File: src/hw/fcvt_config.svh
// Converter configuration
// Single-precision format widths, exponent bias and int32 saturation values

`ifndef FCVT_CONFIG_SVH
`define FCVT_CONFIG_SVH

// --------------------
// Floating-point format
// --------------------
`define FCVT_EXP_W 8
`define FCVT_MAN_W 23
`define FCVT_BIAS 127

// --------------------
// Integer format
// --------------------
`define FCVT_INT_W 32
// Enough bits to count up to 31 leading zeros
`define FCVT_LZ_W 5

// Saturation values for out-of-range conversions
`define FCVT_INT_MAX 32'h7fff_ffff
`define FCVT_INT_MIN 32'h8000_0000
`define FCVT_UINT_MAX 32'hffff_ffff

`endif

File: src/hw/fcvt_pkg.sv
// Converter types
// Vector typedefs for the data widths plus the operation and FSM encodings

`default_nettype none

`include "fcvt_config.svh"

package fcvt_pkg;

  // Integer operand or result
  typedef logic [`FCVT_INT_W-1:0] int_word_t;

  // Packed single-precision word {sign, exponent, mantissa}
  typedef logic [`FCVT_EXP_W+`FCVT_MAN_W:0] fp_word_t;

  typedef logic [`FCVT_EXP_W-1:0] exp_t;
  typedef logic [`FCVT_MAN_W-1:0] man_t;
  typedef logic [`FCVT_LZ_W-1:0] lz_t;

  // Rounding mode
  // 0 nearest-even, 1 toward zero, 2 down, 3 up, 4 nearest-max-magnitude
  typedef logic [2:0] rm_t;

  // Bit 1 selects integer to float, bit 0 selects unsigned
  typedef enum logic [1:0] {
    FCVT_W_S  = 2'b00,
    FCVT_WU_S = 2'b01,
    FCVT_S_W  = 2'b10,
    FCVT_S_WU = 2'b11
  } cvt_op_t;

  typedef enum logic [1:0] {
    IDLE    = 2'b00,
    CONVERT = 2'b01,
    ROUND   = 2'b10,
    DONE    = 2'b11
  } state_t;

endpackage

`default_nettype wire

File: src/hw/fcvt_norm_if.sv
// Normalized integer bundle
// Carries sign, exponent, mantissa and the extra rounding bits to the rounder

`timescale 1ns/1ps
`default_nettype none

interface fcvt_norm_if;

  logic              sign;
  fcvt_pkg::exp_t    exponent;
  fcvt_pkg::man_t    mantissa;
  // Bits below the mantissa lsb
  logic              guard;
  logic              round_bit;
  logic              sticky;

  modport producer (
    output sign,
    output exponent,
    output mantissa,
    output guard,
    output round_bit,
    output sticky
  );

  modport consumer (
    input sign,
    input exponent,
    input mantissa,
    input guard,
    input round_bit,
    input sticky
  );

endinterface

`default_nettype wire

File: src/hw/fcvt_control.sv
// Converter sequencer
// Four-state FSM stepping through capture, convert, round and done

`timescale 1ns/1ps
`default_nettype none

module fcvt_control (
  input  logic              clk,
  input  logic              reset_n,
  input  logic              start,
  input  fcvt_pkg::cvt_op_t operation,
  output logic              accept,
  output logic              convert_en,
  output logic              round_en,
  output logic              busy,
  output logic              done,
  output fcvt_pkg::cvt_op_t op_q
);

  fcvt_pkg::state_t state;
  fcvt_pkg::state_t state_nxt;

  // Start only counts in IDLE
  assign accept = (state == fcvt_pkg::IDLE) && start;

  always_comb begin
    case (state)
      fcvt_pkg::IDLE:    state_nxt = accept ? fcvt_pkg::CONVERT : fcvt_pkg::IDLE;
      fcvt_pkg::CONVERT: state_nxt = fcvt_pkg::ROUND;
      fcvt_pkg::ROUND:   state_nxt = fcvt_pkg::DONE;
      default:           state_nxt = fcvt_pkg::IDLE;
    endcase
  end

  always_ff @(posedge clk or negedge reset_n) begin
    if (!reset_n) begin
      state <= fcvt_pkg::IDLE;
    end else begin
      state <= state_nxt;
    end
  end

  // Operation stays fixed for the whole conversion
  always_ff @(posedge clk or negedge reset_n) begin
    if (!reset_n) begin
      op_q <= fcvt_pkg::FCVT_W_S;
    end else if (accept) begin
      op_q <= operation;
    end
  end

  // --------------------
  // State decodes
  // --------------------
  assign convert_en = (state == fcvt_pkg::CONVERT);
  assign round_en   = (state == fcvt_pkg::ROUND);
  assign busy       = convert_en || round_en;
  assign done       = (state == fcvt_pkg::DONE);

endmodule

`default_nettype wire

File: src/hw/fp_to_int.sv
// Float to int32 converter
// Truncates toward zero, saturates out-of-range values and flags nv/nx

`timescale 1ns/1ps
`default_nettype none

`include "fcvt_config.svh"

module fp_to_int (
  input  logic                clk,
  input  logic                reset_n,
  input  logic                accept,
  input  logic                convert_en,
  input  logic                is_unsigned,
  input  fcvt_pkg::fp_word_t  fp_operand,
  output fcvt_pkg::int_word_t int_result,
  output logic                flag_nv,
  output logic                flag_nx
);

  fcvt_pkg::fp_word_t  fp_q;
  logic                sign;
  fcvt_pkg::exp_t      exp_f;
  fcvt_pkg::man_t      man_f;
  logic                is_special;
  logic                is_zero;
  logic                below_one;
  fcvt_pkg::exp_t      unb_exp;
  logic [63:0]         fixed;
  fcvt_pkg::int_word_t mag;
  logic                frac_lost;
  logic                ovf_signed;
  logic                ovf_unsigned;
  fcvt_pkg::int_word_t res_d;
  logic                nv_d;
  logic                nx_d;

  always_ff @(posedge clk) begin
    if (accept) begin
      fp_q <= fp_operand;
    end
  end

  // --------------------
  // Field split
  // --------------------
  assign sign  = fp_q[`FCVT_EXP_W+`FCVT_MAN_W];
  assign exp_f = fp_q[`FCVT_EXP_W+`FCVT_MAN_W-1:`FCVT_MAN_W];
  assign man_f = fp_q[`FCVT_MAN_W-1:0];

  // NaN and infinity share the all-ones exponent
  assign is_special = (exp_f == '1);
  assign is_zero    = (exp_f == '0) && (man_f == '0);
  assign below_one  = (exp_f < fcvt_pkg::exp_t'(`FCVT_BIAS));
  assign unb_exp    = exp_f - fcvt_pkg::exp_t'(`FCVT_BIAS);

  // Fixed point with 32 integer and 32 fraction bits, 1.0 sits at bit 32
  assign fixed     = {31'b0, 1'b1, man_f, 9'b0} << unb_exp[4:0];
  assign mag       = fixed[63:32];
  assign frac_lost = |fixed[31:0];

  // -2^31 is the one value with exponent 31 that still fits
  assign ovf_signed   = (unb_exp > 8'd31) || ((unb_exp == 8'd31) && !(sign && man_f == '0));
  assign ovf_unsigned = (unb_exp > 8'd31);

  always_comb begin
    res_d = '0;
    nv_d  = 1'b0;
    nx_d  = 1'b0;
    if (is_special) begin
      nv_d = 1'b1;
      if (is_unsigned) begin
        res_d = sign ? '0 : `FCVT_UINT_MAX;
      end else begin
        res_d = sign ? `FCVT_INT_MIN : `FCVT_INT_MAX;
      end
    end else if (is_zero) begin
      res_d = '0;
    end else if (below_one) begin
      nx_d = 1'b1;
    end else if (is_unsigned) begin
      if (sign) begin
        // Negative of magnitude 1 or more has no unsigned value
        nv_d = 1'b1;
      end else if (ovf_unsigned) begin
        res_d = `FCVT_UINT_MAX;
        nv_d  = 1'b1;
      end else begin
        res_d = mag;
        nx_d  = frac_lost;
      end
    end else if (ovf_signed) begin
      res_d = sign ? `FCVT_INT_MIN : `FCVT_INT_MAX;
      nv_d  = 1'b1;
    end else begin
      res_d = sign ? -mag : mag;
      nx_d  = frac_lost;
    end
  end

  always_ff @(posedge clk or negedge reset_n) begin
    if (!reset_n) begin
      int_result <= '0;
      flag_nv    <= 1'b0;
      flag_nx    <= 1'b0;
    end else if (convert_en) begin
      int_result <= res_d;
      flag_nv    <= nv_d;
      flag_nx    <= nx_d;
    end
  end

endmodule

`default_nettype wire

File: src/hw/int_to_fp.sv
// Int32 normalizer
// Takes the magnitude, counts leading zeros and splits it into the
// single-precision fields plus guard, round and sticky bits

`timescale 1ns/1ps
`default_nettype none

`include "fcvt_config.svh"

module int_to_fp (
  input  logic                clk,
  input  logic                reset_n,
  input  logic                accept,
  input  logic                convert_en,
  input  logic                is_unsigned,
  input  fcvt_pkg::int_word_t int_operand,
  fcvt_norm_if.producer       norm
);

  fcvt_pkg::int_word_t int_q;
  logic                neg;
  fcvt_pkg::int_word_t abs_val;
  fcvt_pkg::lz_t       lz;
  fcvt_pkg::int_word_t shifted;
  logic                is_zero;
  fcvt_pkg::exp_t      exp_d;

  always_ff @(posedge clk) begin
    if (accept) begin
      int_q <= int_operand;
    end
  end

  // --------------------
  // Sign and magnitude
  // --------------------
  assign neg     = !is_unsigned && int_q[`FCVT_INT_W-1];
  // Most negative int32 negates to itself, which is the right magnitude
  assign abs_val = neg ? -int_q : int_q;
  assign is_zero = (abs_val == '0);

  // Priority encoder, the highest set bit wins
  always_comb begin
    lz = '0;
    for (int i = 0; i < `FCVT_INT_W; i++) begin
      if (abs_val[i]) begin
        lz = fcvt_pkg::lz_t'(`FCVT_INT_W - 1 - i);
      end
    end
  end

  // Msb moves to bit 31 and becomes the hidden one
  assign shifted = abs_val << lz;
  assign exp_d   = fcvt_pkg::exp_t'(`FCVT_BIAS + `FCVT_INT_W - 1) - fcvt_pkg::exp_t'(lz);

  // --------------------
  // Interface registers
  // --------------------
  always_ff @(posedge clk or negedge reset_n) begin
    if (!reset_n) begin
      norm.sign      <= 1'b0;
      norm.exponent  <= '0;
      norm.mantissa  <= '0;
      norm.guard     <= 1'b0;
      norm.round_bit <= 1'b0;
      norm.sticky    <= 1'b0;
    end else if (convert_en) begin
      if (is_zero) begin
        norm.sign      <= 1'b0;
        norm.exponent  <= '0;
        norm.mantissa  <= '0;
        norm.guard     <= 1'b0;
        norm.round_bit <= 1'b0;
        norm.sticky    <= 1'b0;
      end else begin
        norm.sign      <= neg;
        norm.exponent  <= exp_d;
        norm.mantissa  <= shifted[30:8];
        norm.guard     <= shifted[7];
        norm.round_bit <= shifted[6];
        // Anything further down only tells whether the value is exact
        norm.sticky    <= |shifted[5:0];
      end
    end
  end

endmodule

`default_nettype wire

File: src/hw/fcvt_round.sv
// Single-precision rounder
// Applies the rounding mode to a normalized value and packs the result

`timescale 1ns/1ps
`default_nettype none

module fcvt_round (
  input  logic               clk,
  input  logic               reset_n,
  input  logic               round_en,
  input  fcvt_pkg::rm_t      rounding_mode,
  fcvt_norm_if.consumer      norm,
  output fcvt_pkg::fp_word_t fp_result,
  output logic               flag_nx
);

  logic                                   any_extra;
  logic                                   round_up;
  logic [$bits(fcvt_pkg::fp_word_t)-2:0]  mag;
  logic [$bits(fcvt_pkg::fp_word_t)-2:0]  mag_rnd;

  // Some bit below the mantissa lsb is set
  assign any_extra = norm.guard || norm.round_bit || norm.sticky;

  // --------------------
  // Round decision
  // --------------------
  always_comb begin
    case (rounding_mode)
      // Nearest with ties to even
      3'd0:    round_up = norm.guard && (norm.round_bit || norm.sticky || norm.mantissa[0]);
      // Toward zero
      3'd1:    round_up = 1'b0;
      // Down grows only a negative magnitude
      3'd2:    round_up = norm.sign && any_extra;
      // Up
      3'd3:    round_up = !norm.sign && any_extra;
      // Nearest with ties away from zero
      3'd4:    round_up = norm.guard;
      default: round_up = 1'b0;
    endcase
  end

  // Carry out of an all-ones mantissa clears it and bumps the exponent
  assign mag     = {norm.exponent, norm.mantissa};
  assign mag_rnd = round_up ? mag + 31'd1 : mag;

  always_ff @(posedge clk or negedge reset_n) begin
    if (!reset_n) begin
      fp_result <= '0;
      flag_nx   <= 1'b0;
    end else if (round_en) begin
      fp_result <= {norm.sign, mag_rnd};
      flag_nx   <= any_extra;
    end
  end

endmodule

`default_nettype wire

File: src/hw/fcvt_top.sv
// Int32 / single-precision converter
// Multi-cycle start/done unit covering both directions, signed and unsigned

`timescale 1ns/1ps
`default_nettype none

module fcvt_top (
  input  logic                clk,
  input  logic                reset_n,
  input  logic                start,
  input  fcvt_pkg::cvt_op_t   operation,
  input  fcvt_pkg::rm_t       rounding_mode,
  input  fcvt_pkg::int_word_t int_operand,
  input  fcvt_pkg::fp_word_t  fp_operand,
  output logic                busy,
  output logic                done,
  output fcvt_pkg::int_word_t int_result,
  output fcvt_pkg::fp_word_t  fp_result,
  output logic                flag_nv,
  output logic                flag_nx
);

  logic              accept;
  logic              convert_en;
  logic              round_en;
  fcvt_pkg::cvt_op_t op_q;
  logic              is_i2f;
  logic              f2i_nv;
  logic              f2i_nx;
  logic              rnd_nx;

  fcvt_norm_if norm ();

  fcvt_control i_control (
    .clk        (clk),
    .reset_n    (reset_n),
    .start      (start),
    .operation  (operation),
    .accept     (accept),
    .convert_en (convert_en),
    .round_en   (round_en),
    .busy       (busy),
    .done       (done),
    .op_q       (op_q)
  );

  assign is_i2f = op_q[1];

  // --------------------
  // Datapaths
  // --------------------
  // Each path only updates for its own direction so the other result holds
  fp_to_int i_fp_to_int (
    .clk         (clk),
    .reset_n     (reset_n),
    .accept      (accept),
    .convert_en  (convert_en && !is_i2f),
    .is_unsigned (op_q[0]),
    .fp_operand  (fp_operand),
    .int_result  (int_result),
    .flag_nv     (f2i_nv),
    .flag_nx     (f2i_nx)
  );

  int_to_fp i_int_to_fp (
    .clk         (clk),
    .reset_n     (reset_n),
    .accept      (accept),
    .convert_en  (convert_en && is_i2f),
    .is_unsigned (op_q[0]),
    .int_operand (int_operand),
    .norm        (norm.producer)
  );

  fcvt_round i_round (
    .clk           (clk),
    .reset_n       (reset_n),
    .round_en      (round_en && is_i2f),
    .rounding_mode (rounding_mode),
    .norm          (norm.consumer),
    .fp_result     (fp_result),
    .flag_nx       (rnd_nx)
  );

  // Int32 always fits single precision, so int to float is never invalid
  assign flag_nv = is_i2f ? 1'b0 : f2i_nv;
  assign flag_nx = is_i2f ? rnd_nx : f2i_nx;

endmodule

`default_nettype wire

File: config.mk
export PLATFORM = sky130hd
export DESIGN_NAME = fcvt_top
export DESIGN_NICKNAME = d
export VERILOG_FILES = /design/src/hw/fcvt_pkg.sv /design/src/hw/fcvt_norm_if.sv /design/src/hw/fcvt_control.sv /design/src/hw/fp_to_int.sv /design/src/hw/int_to_fp.sv /design/src/hw/fcvt_round.sv /design/src/hw/fcvt_top.sv
export VERILOG_INCLUDE_DIRS = /design/src /design/src/hw
export SDC_FILE = /design/constraint.sdc
export NUM_CORES = 1
export LEC_CHECK = 0
export BUFFER_PORTS_ARGS = -buffer_cell sky130_fd_sc_hd__buf_2
export CORE_MARGIN = 2
export CORE_UTILIZATION = 45
export DETAILED_ROUTE_END_ITERATION = 16
export REMOVE_ABC_BUFFERS = 1
export SYNTH_ARGS = -nofsm -noshare
export SYNTH_HDL_FRONTEND = slang
export SYNTH_SLANG_ARGS = --single-unit
File: constraint.sdc
create_clock -name clk -period 12.5 [get_ports clk]
set_input_delay 0.625 -clock clk [delete_from_list [all_inputs] [get_ports clk]]
set_output_delay 0.625 -clock clk [all_outputs]
set_load 0.005 [all_outputs]
* After elaboration in Yosys (flattened, before gate mapping) *
Index checks and enable logic that the tools add are counted.

cells by class
  $add $sub $neg = 5
  order comparisons = 2
  equality and inequality tests = 8
  shift-type cells = 2
  muxes and demuxes = 70
  reductions and logical operators = 28

operators with widths
  kind                                                        count
  two-way mux 32 bit                                          12
  two-way mux 5 bit                                           32
  negation 32 bit                                             2
  << shifter 33 x 5 -> 64 bit                                 1
  logical NOT 32 bit                                          1
  OR reduction 32 bit                                         1
  << shifter 32 x 5 -> 31 bit                                 1
  adder 31 x 1 -> 31 bit, second input constant               1
  two-way mux 31 bit                                          1
  logical NOT 23 bit                                          1
  two-way mux 23 bit                                          1
  two-way mux 1 bit                                           21
  logical AND 1 bit                                           11
  == test 8 x 5 -> 1 bit, second input constant               1
  == test 8 bit, second input constant                        1
  > comparator 8 x 5 -> 1 bit, second input constant          1
  logical NOT 8 bit                                           1
  less-than comparator 8 x 7 -> 1 bit, second input constant  1
  two-way mux 8 bit                                           1
  subtractor 8 x 5 -> 8 bit, first input constant             1
  subtractor 8 x 7 -> 8 bit, second input constant            1
  == test 3 x 2 -> 1 bit, second input constant               2
  logical OR 1 bit                                            6
  case mux 2 bit (3 select lines)                             1
  8 further kinds                                             12

storage, ports and cells
  register bits = 170
  bits of input ports = 72
  output and inout bits = 68

* Logic depth before layout (Yosys ltp) *
Gate-level depths: netlist of the first run.

  depth after elaboration = 38
  depth in mapped cells = 19

* Hierarchy *
A second synthesis of the first run with hierarchy kept.

unflattened totals
  cell total of the unflattened synthesis = 1701
  area, all modules = 15115.7 sq um

by module, submodules not included
  module        times used  cells each  area an instance (sq um)  seq. area each (sq um)
  int_to_fp     1           745         6465.0                    1836.8
  fp_to_int     1           718         6313.6                    1811.7
  fcvt_round    1           218         2082.0                    825.8
  fcvt_control  1           15          207.7                     100.1
  fcvt_top      1           5           47.5                      0.0

* Worst setup path after synthesis of the first run *
Ideal clock, no wire load.

  path kind = register -> register
  start = reg i_fp_to_int.fp_q[23]
  end = reg i_fp_to_int.int_result[16]
  arrival = 4654 ps
  path slack = 7720 ps
  stages on the path, launching flop included = 20
  buffers on the path = 4
  clock period less this slack = 4780 ps
  cells stage by stage = edfxtp_1 -> buf_2 -> clkinv_1 -> ha_1 -> buf_2 -> buf_6 -> buf_2 -> mux2_2 -> mux4_2 -> mux2_2 -> a21oi_1 -> ha_1 -> o21ai_1 -> nand4bb_1 -> o31ai_1 -> and2_1 -> nand2_1 -> xnor2_1 -> nor3_1 -> o32a_1

between the ends
  longest elaborated chain between the ends = 9

RTL lines
  item                                                                   line                              text
  start, declared                                                        fp_to_int.sv:21                   fcvt_pkg::fp_word_t fp_q;
  start signal, assigned                                                 fp_to_int.sv:40                   fp_q <= fp_operand;
  subtractor 8 x 7 -> 8 bit                                              fp_to_int.sv:55                   assign unb_exp = exp_f - fcvt_pkg::exp_t'(`FCVT_BIAS);
  << shifter 33 x 5 -> 64 bit or == test 8 x 5 -> 1 bit (tied branches)  fp_to_int.sv:58, fp_to_int.sv:63
  negation 32 bit or logical AND 1 bit (tied branches)                   fp_to_int.sv:96, fp_to_int.sv:63
  two-way mux 32 bit or logical OR 1 bit (tied branches)                 fp_to_int.sv:96, fp_to_int.sv:63
  two-way mux 32 bit                                                     fp_to_int.sv:92                   end else if (ovf_signed) begin
  two-way mux 32 bit                                                     fp_to_int.sv:81                   end else if (is_unsigned) begin
  two-way mux 32 bit                                                     fp_to_int.sv:79                   end else if (below_one) begin
  two-way mux 32 bit                                                     fp_to_int.sv:77                   end else if (is_zero) begin
  two-way mux 32 bit *                                                   fp_to_int.sv:70                   if (is_special) begin
  end signal, assigned                                                   fp_to_int.sv:107                  int_result <= res_d;
  end, declared                                                          fp_to_int.sv:16                   output fcvt_pkg::int_word_t int_result,

Mark *: on every way between the ends. The rest lies on a longest branch, timed or not.
A chain may end at the register's enable or synchronous reset.

* Final worst setup path of the first run *
  start = reg i_fp_to_int.fp_q[23]
  end = reg i_fp_to_int.int_result[22]

Same word-level chain as after synthesis.

==> results_dict.tcl, run 1 <==
set metrics [dict create \
    status "complete, no violations" \
    async_reset_ff_frac 0.624 \
    end_kind "flip-flop" \
    multi_input_area_mm2 0.00837 \
    die_w_um 177 \
    final_cell_mix "175 x nor2_1, 138 x buf_2, 126 x a21oi_1" \
    cp-start-kind "flip-flop" \
    min_path_type "input port to async pin" \
    crit_path_max_fanout 32 \
    wl_per_cell_um 20.8 \
    placed_area_mm2 0.0144 \
    die_h_um 177 \
    synth_top_flop_cell "dfrtp_1" \
    cts_sinks 170 \
    initial_core_util 0.456 \
    pre_cts_slack_ps 6390 \
    grt_util_all_layers 0.264 \
    cts_made_buffers 17 \
    diodes 0 \
    cts_tree "done" \
    areaGrowthSynthToFinish_pct 11.2 \
    globalRouteOverflowTotal 0 \
    post_cts_buffers 0 \
    fmax_mhz 161 \
    setup_viol 0 \
    firstDrtPassIters 6 \
    dr_total_vias 12400 \
    core_mm2 0.0296 \
    grt_pass1_wl_mm 65.2 \
    first_global_vias 11300 \
    drt_iter0_drc 1365 \
    final_common_cell "nor2_1" \
    fin_crit_sh 0.498 \
    cts-root-buf "clkbuf_16" \
    leakage_uw 0.00573 \
    final_layout_size_suffix_gt1_frac 0.190 \
    ys_seq_area_frac 0.339 \
    arrival_ps 6610 \
    port_buffers 139 \
    finClkSkew_ps 9.73 \
    power_density_mw_per_mm2 238 \
    num-nets-final 1678 \
    final.setup.tns_ps 0 \
    die-area_mm2 0.0314 \
    synth.avg_cell_area_um2 8.95 \
    gp_congestion 0.971 \
    yosys_warnings 0 \
    grt_start_max_net_pins 67 \
    htree_num_levels 4 \
    synth-edff-count 64 \
    boundaryPins 140 \
    netlist_instances 1510 \
    crit_type "flip-flop to flip-flop" \
    netlist_area_mm2 0.0135 \
    crit_required_ps 12890 \
    rsz0062_at_grt "false" \
    drv_slew 0 \
    route.detailed.drc 0 \
    fin_area_mm2 0.0150 \
    tightest_slew_ps 1130 \
    cts-hold-fix-buffers 0 \
    worst_slack_ps 6280 \
    maxCapViolCount 0 \
    clockBufferDepth 2 \
    dp_hpwl_mm 30.4 \
    clkTransAtPathRegs_ps 80 \
    nFillCells 2908 \
    routed_wl_mm 41.4 \
    vias_per_cell 6.22 \
    synth_cell_type_count 103 \
    clkLatencyLatePin_ps 450 \
    cts_resized 0 \
    period_minus_slack_ps 6220 \
    peakVddDrop_uv 117 \
    rows 63 \
    finalHoldViolCount 0 \
    ant_nets 0 \
    synth-seq-cells 170 \
    relSlewSlack 0.249 \
    antenna_found_initial 0 \
    seq_area_mm2 0.00457 \
]
-- report_power, final --
group	internal [uW]	switching [uW]
sequential	803	205
combinational	782	1240
clock	273	271
-- registers in the layout, indices dropped and copies added (netlist names) --
signal	count
i_control.op_q	2
i_control.state	2
i_fp_to_int.flag_nv	1
i_fp_to_int.flag_nx	1
i_fp_to_int.fp_q	32
i_fp_to_int.int_result	32
i_int_to_fp.int_q	32
i_int_to_fp.norm.exponent	8
i_int_to_fp.norm.guard	1
i_int_to_fp.norm.mantissa	23
i_int_to_fp.norm.round_bit	1
i_int_to_fp.norm.sign	1
i_int_to_fp.norm.sticky	1
i_round.flag_nx	1
i_round.fp_result	32
-- final timing paths --
check                                           start                          to  slack (ps)  cells after the start
hold reg to reg            i_fp_to_int.int_result[13]  i_fp_to_int.int_result[13]         490                      1
max in group asynchronous                     reset_n  i_fp_to_int.int_result[10]       11090                      2
setup reg to reg                 i_fp_to_int.fp_q[23]  i_fp_to_int.int_result[22]        6280                     16
hold / removal                                reset_n  i_fp_to_int.int_result[21]         200                      1
min in group clk                      int_operand[15]       i_int_to_fp.int_q[15]         350                      1
setup / recovery                 i_fp_to_int.fp_q[23]  i_fp_to_int.int_result[22]        6280                     16
-- per-stage QoR --
| stage | util | instances | hold WS [ps] | total power [uW] |
|---|---|---|---|---|
| detailed placement | 0.487 | 1963 | 475 | 2990 |
| floorplan | - | 1408 | 329 | 2340 |
| CTS | 0.507 | 1995 | 232 | 3540 |
| finish | 0.507 | 1995 | 203 | 3570 |
| global route | 0.507 | 1995 | 266 | 3820 |
| global placement | 0.487 | 1963 | 469 | 2980 |
-- area by class of cell --
class	instances	share of cell area
clock buffers	18	0.0292
repair buffers	165	0.0595
well taps	390	0.0325
clock inverters	14	0.00974
flip-flops and latches	170	0.304
multi-input cells	1208	0.557
inverters	30	0.00766
-- logic make-up after synthesis --
| kind of cell | synth area share |
|---|---|
| fa+ha+maj | 0.0144 |
| compound gates | 0.209 |
| flops | 0.339 |
| mux | 0.138 |
| xor+xnor | 0.0528 |
| buf+inv | 0.0456 |
| simple gates | 0.202 |
-- layer usage --
metal	GRT usage	part of all wire	wire (um)	vias to the layer above
li1	-	-	-	5876
met1	0.425	0.50	20600	5866
met2	0.357	0.40	16600	602
met3	0.0396	0.081	3370	59
met4	0.0768	0.021	887	0
met5	0	0	0	-
-- Yosys cell counts, types with 21 or more instances --
cell type	number	area, um^2
xor2_1	35	307
nand4_1	21	131
a21oi_1	127	636
dfrtp_1	106	2650
inv_1	24	90.1
nand2_1	122	458
buf_2	26	130
nor2_1	176	661
a31oi_1	23	144
clkbuf_1	51	191
nor4_1	21	131
mux2_2	35	394
nor3_1	38	190
nand3_1	51	255
xnor2_1	39	342
mux4_2	21	473
mux2i_1	96	961
o21ai_0	74	370
edfxtp_1	64	1920
-- worst max-delay path, cell delays in order, from the launching register on --
cell	delay [ps]
edfxtp_1	1050
clkinv_1	550
ha_1	440
buf_4	400
mux2_2	420
mux4_2	510
mux2_2	320
a21oi_1	280
ha_1	240
o21ai_1	150
nand4bb_1	390
nor4_4	470
nor3b_1	330
mux2i_1	220
a21oi_1	80
o21ai_1	160
o211a_1	150
No activity file was read; power rests on OpenSTA's default activity.
==> inputs of run 2 (changes only) <==
==> constraint.sdc (replaced) <==
create_clock -name clk -period 6.4 [get_ports clk]
set_input_delay 0.32 -clock clk [delete_from_list [all_inputs] [get_ports clk]]
set_output_delay 0.32 -clock clk [all_outputs]
set_load 0.005 [all_outputs]
==> run 2 against run 1 <==
  * Routed wire length rose by 0.62%
  * Register-to-register slack got worse by 5500 ps
  * Critical path depth fell by 1
  * Via count rose by 1.3%
  * Die area did not move
  * Setup slack got worse by 5500 ps
  * Core utilization rose by 0.18 points
  * Clock-buffer cell count fell by 1
  * Clock skew rose by 0.61 ps
  * Critical endpoint is now i_int_to_fp.norm.mantissa[8]
==> results_dict.tcl, run 2 (synthesis gave the netlist of run 1 again) <==
set metrics [dict create \
    finClkSkew_ps 10.3 \
    crit_top_cell "a211oi_1" \
    wl_per_cell_um 20.8 \
    multi_input_area_mm2 0.00837 \
    dr_total_vias 12600 \
    cp_cell_sequence "inv_1 > ha_1 > or3b_2 > nor4_4 > nand4_1 > a211oi_1 > o22ai_1 > a211oi_1 > a211oi_4 > buf_4 > inv_2 > mux2i_1 > mux2i_1 > a2111oi_0 > a211oi_1" \
    die_h_um 177 \
    initial_core_util 0.456 \
    htree_num_levels 4 \
    relSlewSlack 0.162 \
    fin_crit_sh 0.875 \
    die-area_mm2 0.0314 \
    r2r_cells 15 \
    vias_per_cell 6.28 \
    nFillCells 2822 \
    cts_tree "done" \
    die_w_um 177 \
    arrival_ps 5890 \
    cts_sinks 170 \
    final_common_cell "nor2_1" \
    final_cell_mix "175 x nor2_1, 138 x buf_2, 126 x a21oi_1" \
    firstDrtPassIters 6 \
    grt_start_max_net_pins 67 \
    power_density_mw_per_mm2 463 \
    cp_slowest_cell "a2111oi_0" \
    grt_pass1_wl_mm 67.0 \
    num-nets-final 1683 \
    clkLatencyLatePin_ps 450 \
    rr_endpoint "i_int_to_fp.norm.mantissa[8]" \
    leakage_uw 0.00575 \
    final_layout_size_suffix_gt1_frac 0.192 \
    finalHoldViolCount 0 \
    min_path_cells 1 \
    port_buffers 139 \
    post_cts_buffers 0 \
    antenna_found_initial 0 \
    cp-start-kind "flip-flop" \
    maxCapViolCount 0 \
    hold_end "i_int_to_fp.int_q[13]" \
    tightest_slew_ps 1250 \
    crit_required_ps 6690 \
    hp-start "int_operand[13]" \
    drt_iter0_drc 1517 \
    core_mm2 0.0296 \
    clockBufferDepth 2 \
    r2r-start "i_int_to_fp.int_q[0]" \
    fmax_mhz 179 \
    cts_made_buffers 17 \
    cts-root-buf "clkbuf_16" \
    ant_nets 0 \
    min_path_type "input port to flip-flop" \
    end_kind "flip-flop" \
    placed_area_mm2 0.0145 \
    setup_viol 0 \
    boundaryPins 140 \
    first_global_vias 11600 \
    peakVddDrop_uv 200 \
    clkTransAtPathRegs_ps 80 \
    crit_path_max_fanout 31 \
    route.detailed.drc 0 \
    final.setup.tns_ps 0 \
    grt_util_all_layers 0.269 \
    drv_slew 0 \
    diodes 0 \
    period_minus_slack_ps 5600 \
    final_util 0.509 \
    gp_congestion 0.959 \
    fin_area_mm2 0.0151 \
    r2r_setup_slack_ps 800 \
    routed_wl_mm 41.7 \
    rsz0062_at_grt "false" \
    seq_area_mm2 0.00457 \
    crit_type "flip-flop to flip-flop" \
    cpPeakStageDelay_ps 630 \
    dp_hpwl_mm 30.6 \
    status "complete, no violations" \
    globalRouteOverflowTotal 0 \
    areaGrowthSynthToFinish_pct 11.6 \
    rows 63 \
]
[run 2: repair_timing]
item / in CTS / in global routing
gates resized for setup: 0 / 0
hold buffers: 1 / 0
hold endpoints to repair: 54 / 0
[run 2: worst max-delay path: cells and delay by family (launching register included)]
kind / cells / cell delay, ps
buf+inv: 3 / 970
simple gates: 3 / 1230
mux: 2 / 470
flops: 1 / 560
fa+ha+maj: 1 / 420
compound gates: 6 / 1760
[run 2: worst max path at each step]
stage / start / endpoint / slack, ps / depth (start not counted)
2_1_floorplan: i_control.op_q[0] / i_int_to_fp.norm.mantissa[20] / 130 / 12
3_3_place_gp: i_int_to_fp.int_q[0] / i_int_to_fp.norm.mantissa[2] / 1030 / 15
3_5_place_dp: i_int_to_fp.int_q[0] / i_int_to_fp.norm.mantissa[8] / 890 / 15
4_1_cts: i_int_to_fp.int_q[0] / i_int_to_fp.norm.mantissa[8] / 880 / 15
5_1_grt: i_int_to_fp.int_q[0] / i_int_to_fp.norm.mantissa[8] / 330 / 15
6_report: i_int_to_fp.int_q[0] / i_int_to_fp.norm.mantissa[8] / 800 / 15
[run 2: cell type report]
type                            instances  share of cell area
Clock buffer                           17              0.0282
Clock inverter                         15              0.0115
Inverter                               30             0.00763
Multi-Input combinational cell       1208               0.555
Sequential cell                       170               0.303
Tap cell                              390              0.0324
Timing Repair Buffer                  170              0.0619
[run 2: per-stage QoR]
step / hold slack [ps] / cells / power [uW] / worst slack (ps)
final: 40.1 / 2000 / 6990 / 801
after global routing: 26.6 / 2000 / 7480 / 325
after CTS: 28.9 / 2000 / 6940 / 879
after detailed placement: 422 / 1967 / 5850 / 893
after global placement: 414 / 1967 / 5810 / 1030
after floorplan: 24.4 / 1408 / 4560 / 131
[run 2: metal layers]
metal / global-route usage / share of wire
met3: 0.0379 / 0.077
met4: 0.0768 / 0.020
met1: 0.427 / 0.49
met2: 0.373 / 0.41
met5: 0 / 0
[run 2: power breakdown]
part / internal, uW / switching, uW / leakage (uW) / total (uW)
clock network: 528 / 541 / 0.000286 / 1070
registers: 1570 / 403 / 0.00183 / 1970
logic: 1540 / 2410 / 0.00363 / 3950
==> inputs of run 3 (changes only) <==
--- a/config.mk
+++ b/config.mk
@@ -9,8 +9,11 @@
 export BUFFER_PORTS_ARGS = -buffer_cell sky130_fd_sc_hd__buf_2
 export CORE_MARGIN = 2
 export CORE_UTILIZATION = 45
+export CTS_CLUSTER_SIZE = 16
 export DETAILED_ROUTE_END_ITERATION = 16
+export PLACE_DENSITY = 0.69
 export REMOVE_ABC_BUFFERS = 1
+export SETUP_SLACK_MARGIN = 0.1
 export SYNTH_ARGS = -nofsm -noshare
 export SYNTH_HDL_FRONTEND = slang
 export SYNTH_SLANG_ARGS = --single-unit
==> run 3 against run 2 <==
  * Global-route usage decreased by 0.27 points
  * Largest power group unchanged
  * First-iteration DRC count decreased by 6.6%
  * Critical path depth unchanged
  * Critical path type unchanged
  * Highest routed layer unchanged
==> results_dict.tcl, run 3 (synthesis gave the netlist of run 1 again) <==
set metrics [dict create \
    leakage_uw 0.00575 \
    worst_slack_ps 747 \
    ant_nets 0 \
    min_path_type "input port to flip-flop" \
    power_density_mw_per_mm2 464 \
    firstDrtPassIters 9 \
    cp-start-kind "flip-flop" \
    clkLatencyLatePin_ps 460 \
    wl_per_cell_um 20.7 \
    dp.cells 1967 \
    core_mm2 0.0296 \
    total_power_uw 7000 \
    dp_hpwl_mm 30.6 \
    multi_input_area_mm2 0.00837 \
    antenna_found_initial 0 \
    clockBufferDepth 2 \
    rows 63 \
    setup_viol 0 \
    crit_path_max_fanout 31 \
    route.detailed.drc 0 \
    areaGrowthSynthToFinish_pct 11.6 \
    gp_congestion 0.980 \
    cts_made_buffers 17 \
    die_h_um 177 \
    port_buffers 139 \
    rsz0062_at_grt "false" \
    grt_pass1_wl_mm 65.8 \
    grt_util_all_layers 0.266 \
    die-area_mm2 0.0314 \
    cts_sinks 170 \
    status "complete, no violations" \
    end_kind "flip-flop" \
    routed_wl_mm 41.5 \
    clkTransAtPathRegs_ps 90 \
    fin_crit_sh 0.883 \
    placed_area_mm2 0.0145 \
    boundaryPins 140 \
    finClkSkew_ps 18.0 \
    initial_core_util 0.456 \
    final_layout_size_suffix_gt1_frac 0.192 \
    peakVddDrop_uv 213 \
    cts_tree "done" \
    instances_no_fill 2000 \
    first_global_vias 11400 \
    arrival_ps 5960 \
    final_common_cell "nor2_1" \
    post_cts_buffers 0 \
    vias_per_cell 6.23 \
    cts-root-buf "clkbuf_16" \
    maxCapViolCount 0 \
    pre_cts_slack_ps 809 \
    final_cell_mix "175 x nor2_1, 138 x buf_2, 126 x a21oi_1" \
    drt_iter0_drc 1417 \
    fin_area_mm2 0.0151 \
    crit_type "flip-flop to flip-flop" \
    relSlewSlack 0.268 \
    tightest_slew_ps 1100 \
    nFillCells 2896 \
    grt_start_max_net_pins 67 \
    finalHoldViolCount 0 \
    diodes 0 \
    die_w_um 177 \
    fmax_mhz 177 \
    final.setup.tns_ps 0 \
    num-nets-final 1683 \
    drv_slew 0 \
    globalRouteOverflowTotal 0 \
    r2r_setup_slack_ps 750 \
    crit_required_ps 6710 \
    htree_num_levels 4 \
    period_minus_slack_ps 5650 \
    seq_area_mm2 0.00457 \
    dr_total_vias 12500 \
]
run 3: worst paths after layout:
path	from	to	cells past startpoint
max	i_int_to_fp.int_q[0]	i_int_to_fp.norm.mantissa[2]	15
min	int_operand[24]	i_int_to_fp.int_q[24]	1
max reg2reg	i_int_to_fp.int_q[0]	i_int_to_fp.norm.mantissa[2]	15
min reg2reg	i_fp_to_int.int_result[13]	i_fp_to_int.int_result[13]	1
max in group asynchronous	reset_n	i_control.op_q[0]	3
min in group asynchronous	reset_n	i_fp_to_int.int_result[3]	2
run 3: report_power, final:
group / leakage [uW] / internal [uW] / switching [uW]
registers: 0.00183 / 1570 / 389
clock network: 0.000289 / 559 / 528
logic: 0.00363 / 1530 / 2420
total: 0.00575 / 3660 / 3340
run 3: critical path, stage by stage, from the launching register on:
cell and delay (ps):
edfxtp_1 570, inv_1 220, ha_1 440, or3b_2 540, nor4_4 550, nand4_1 190
a211oi_2 370, o22ai_1 150, a211oi_1 410, a211oi_4 100, buf_4 230, inv_2 520
mux2_2 460, a22o_1 260, o21ai_0 340, o21ai_0 140
run 3: cell type report:
class | count | share of cell area
repair buffers | 170 | 0.0619
inverters | 30 | 0.00763
clock buffers | 17 | 0.0282
well taps | 390 | 0.0324
multi-input cells | 1208 | 0.555
clock inverters | 15 | 0.0115
flip-flops and latches | 170 | 0.303
run 3: per-layer routing:
layer  up-vias  share of wire  global-route usage
met5         -              0                   0
met4         0          0.022              0.0854
met3        60          0.081              0.0416
met2       605           0.42               0.372
met1      5930           0.47               0.414
li1       5872              -                   -
run 3: timing repair:
action,CTS,global route
setup endpoints to repair,0,0
hold buffers,1,0
resized for setup,0,0
endpoints found under the hold margin,47,0
run 3: stage by stage:
stage               utilization  hold WS (ps)
floorplan                     -          24.4
global placement          0.488           362
detailed placement        0.488           364
CTS                       0.509          15.6
global route              0.509          21.3
finish                    0.509          27.2
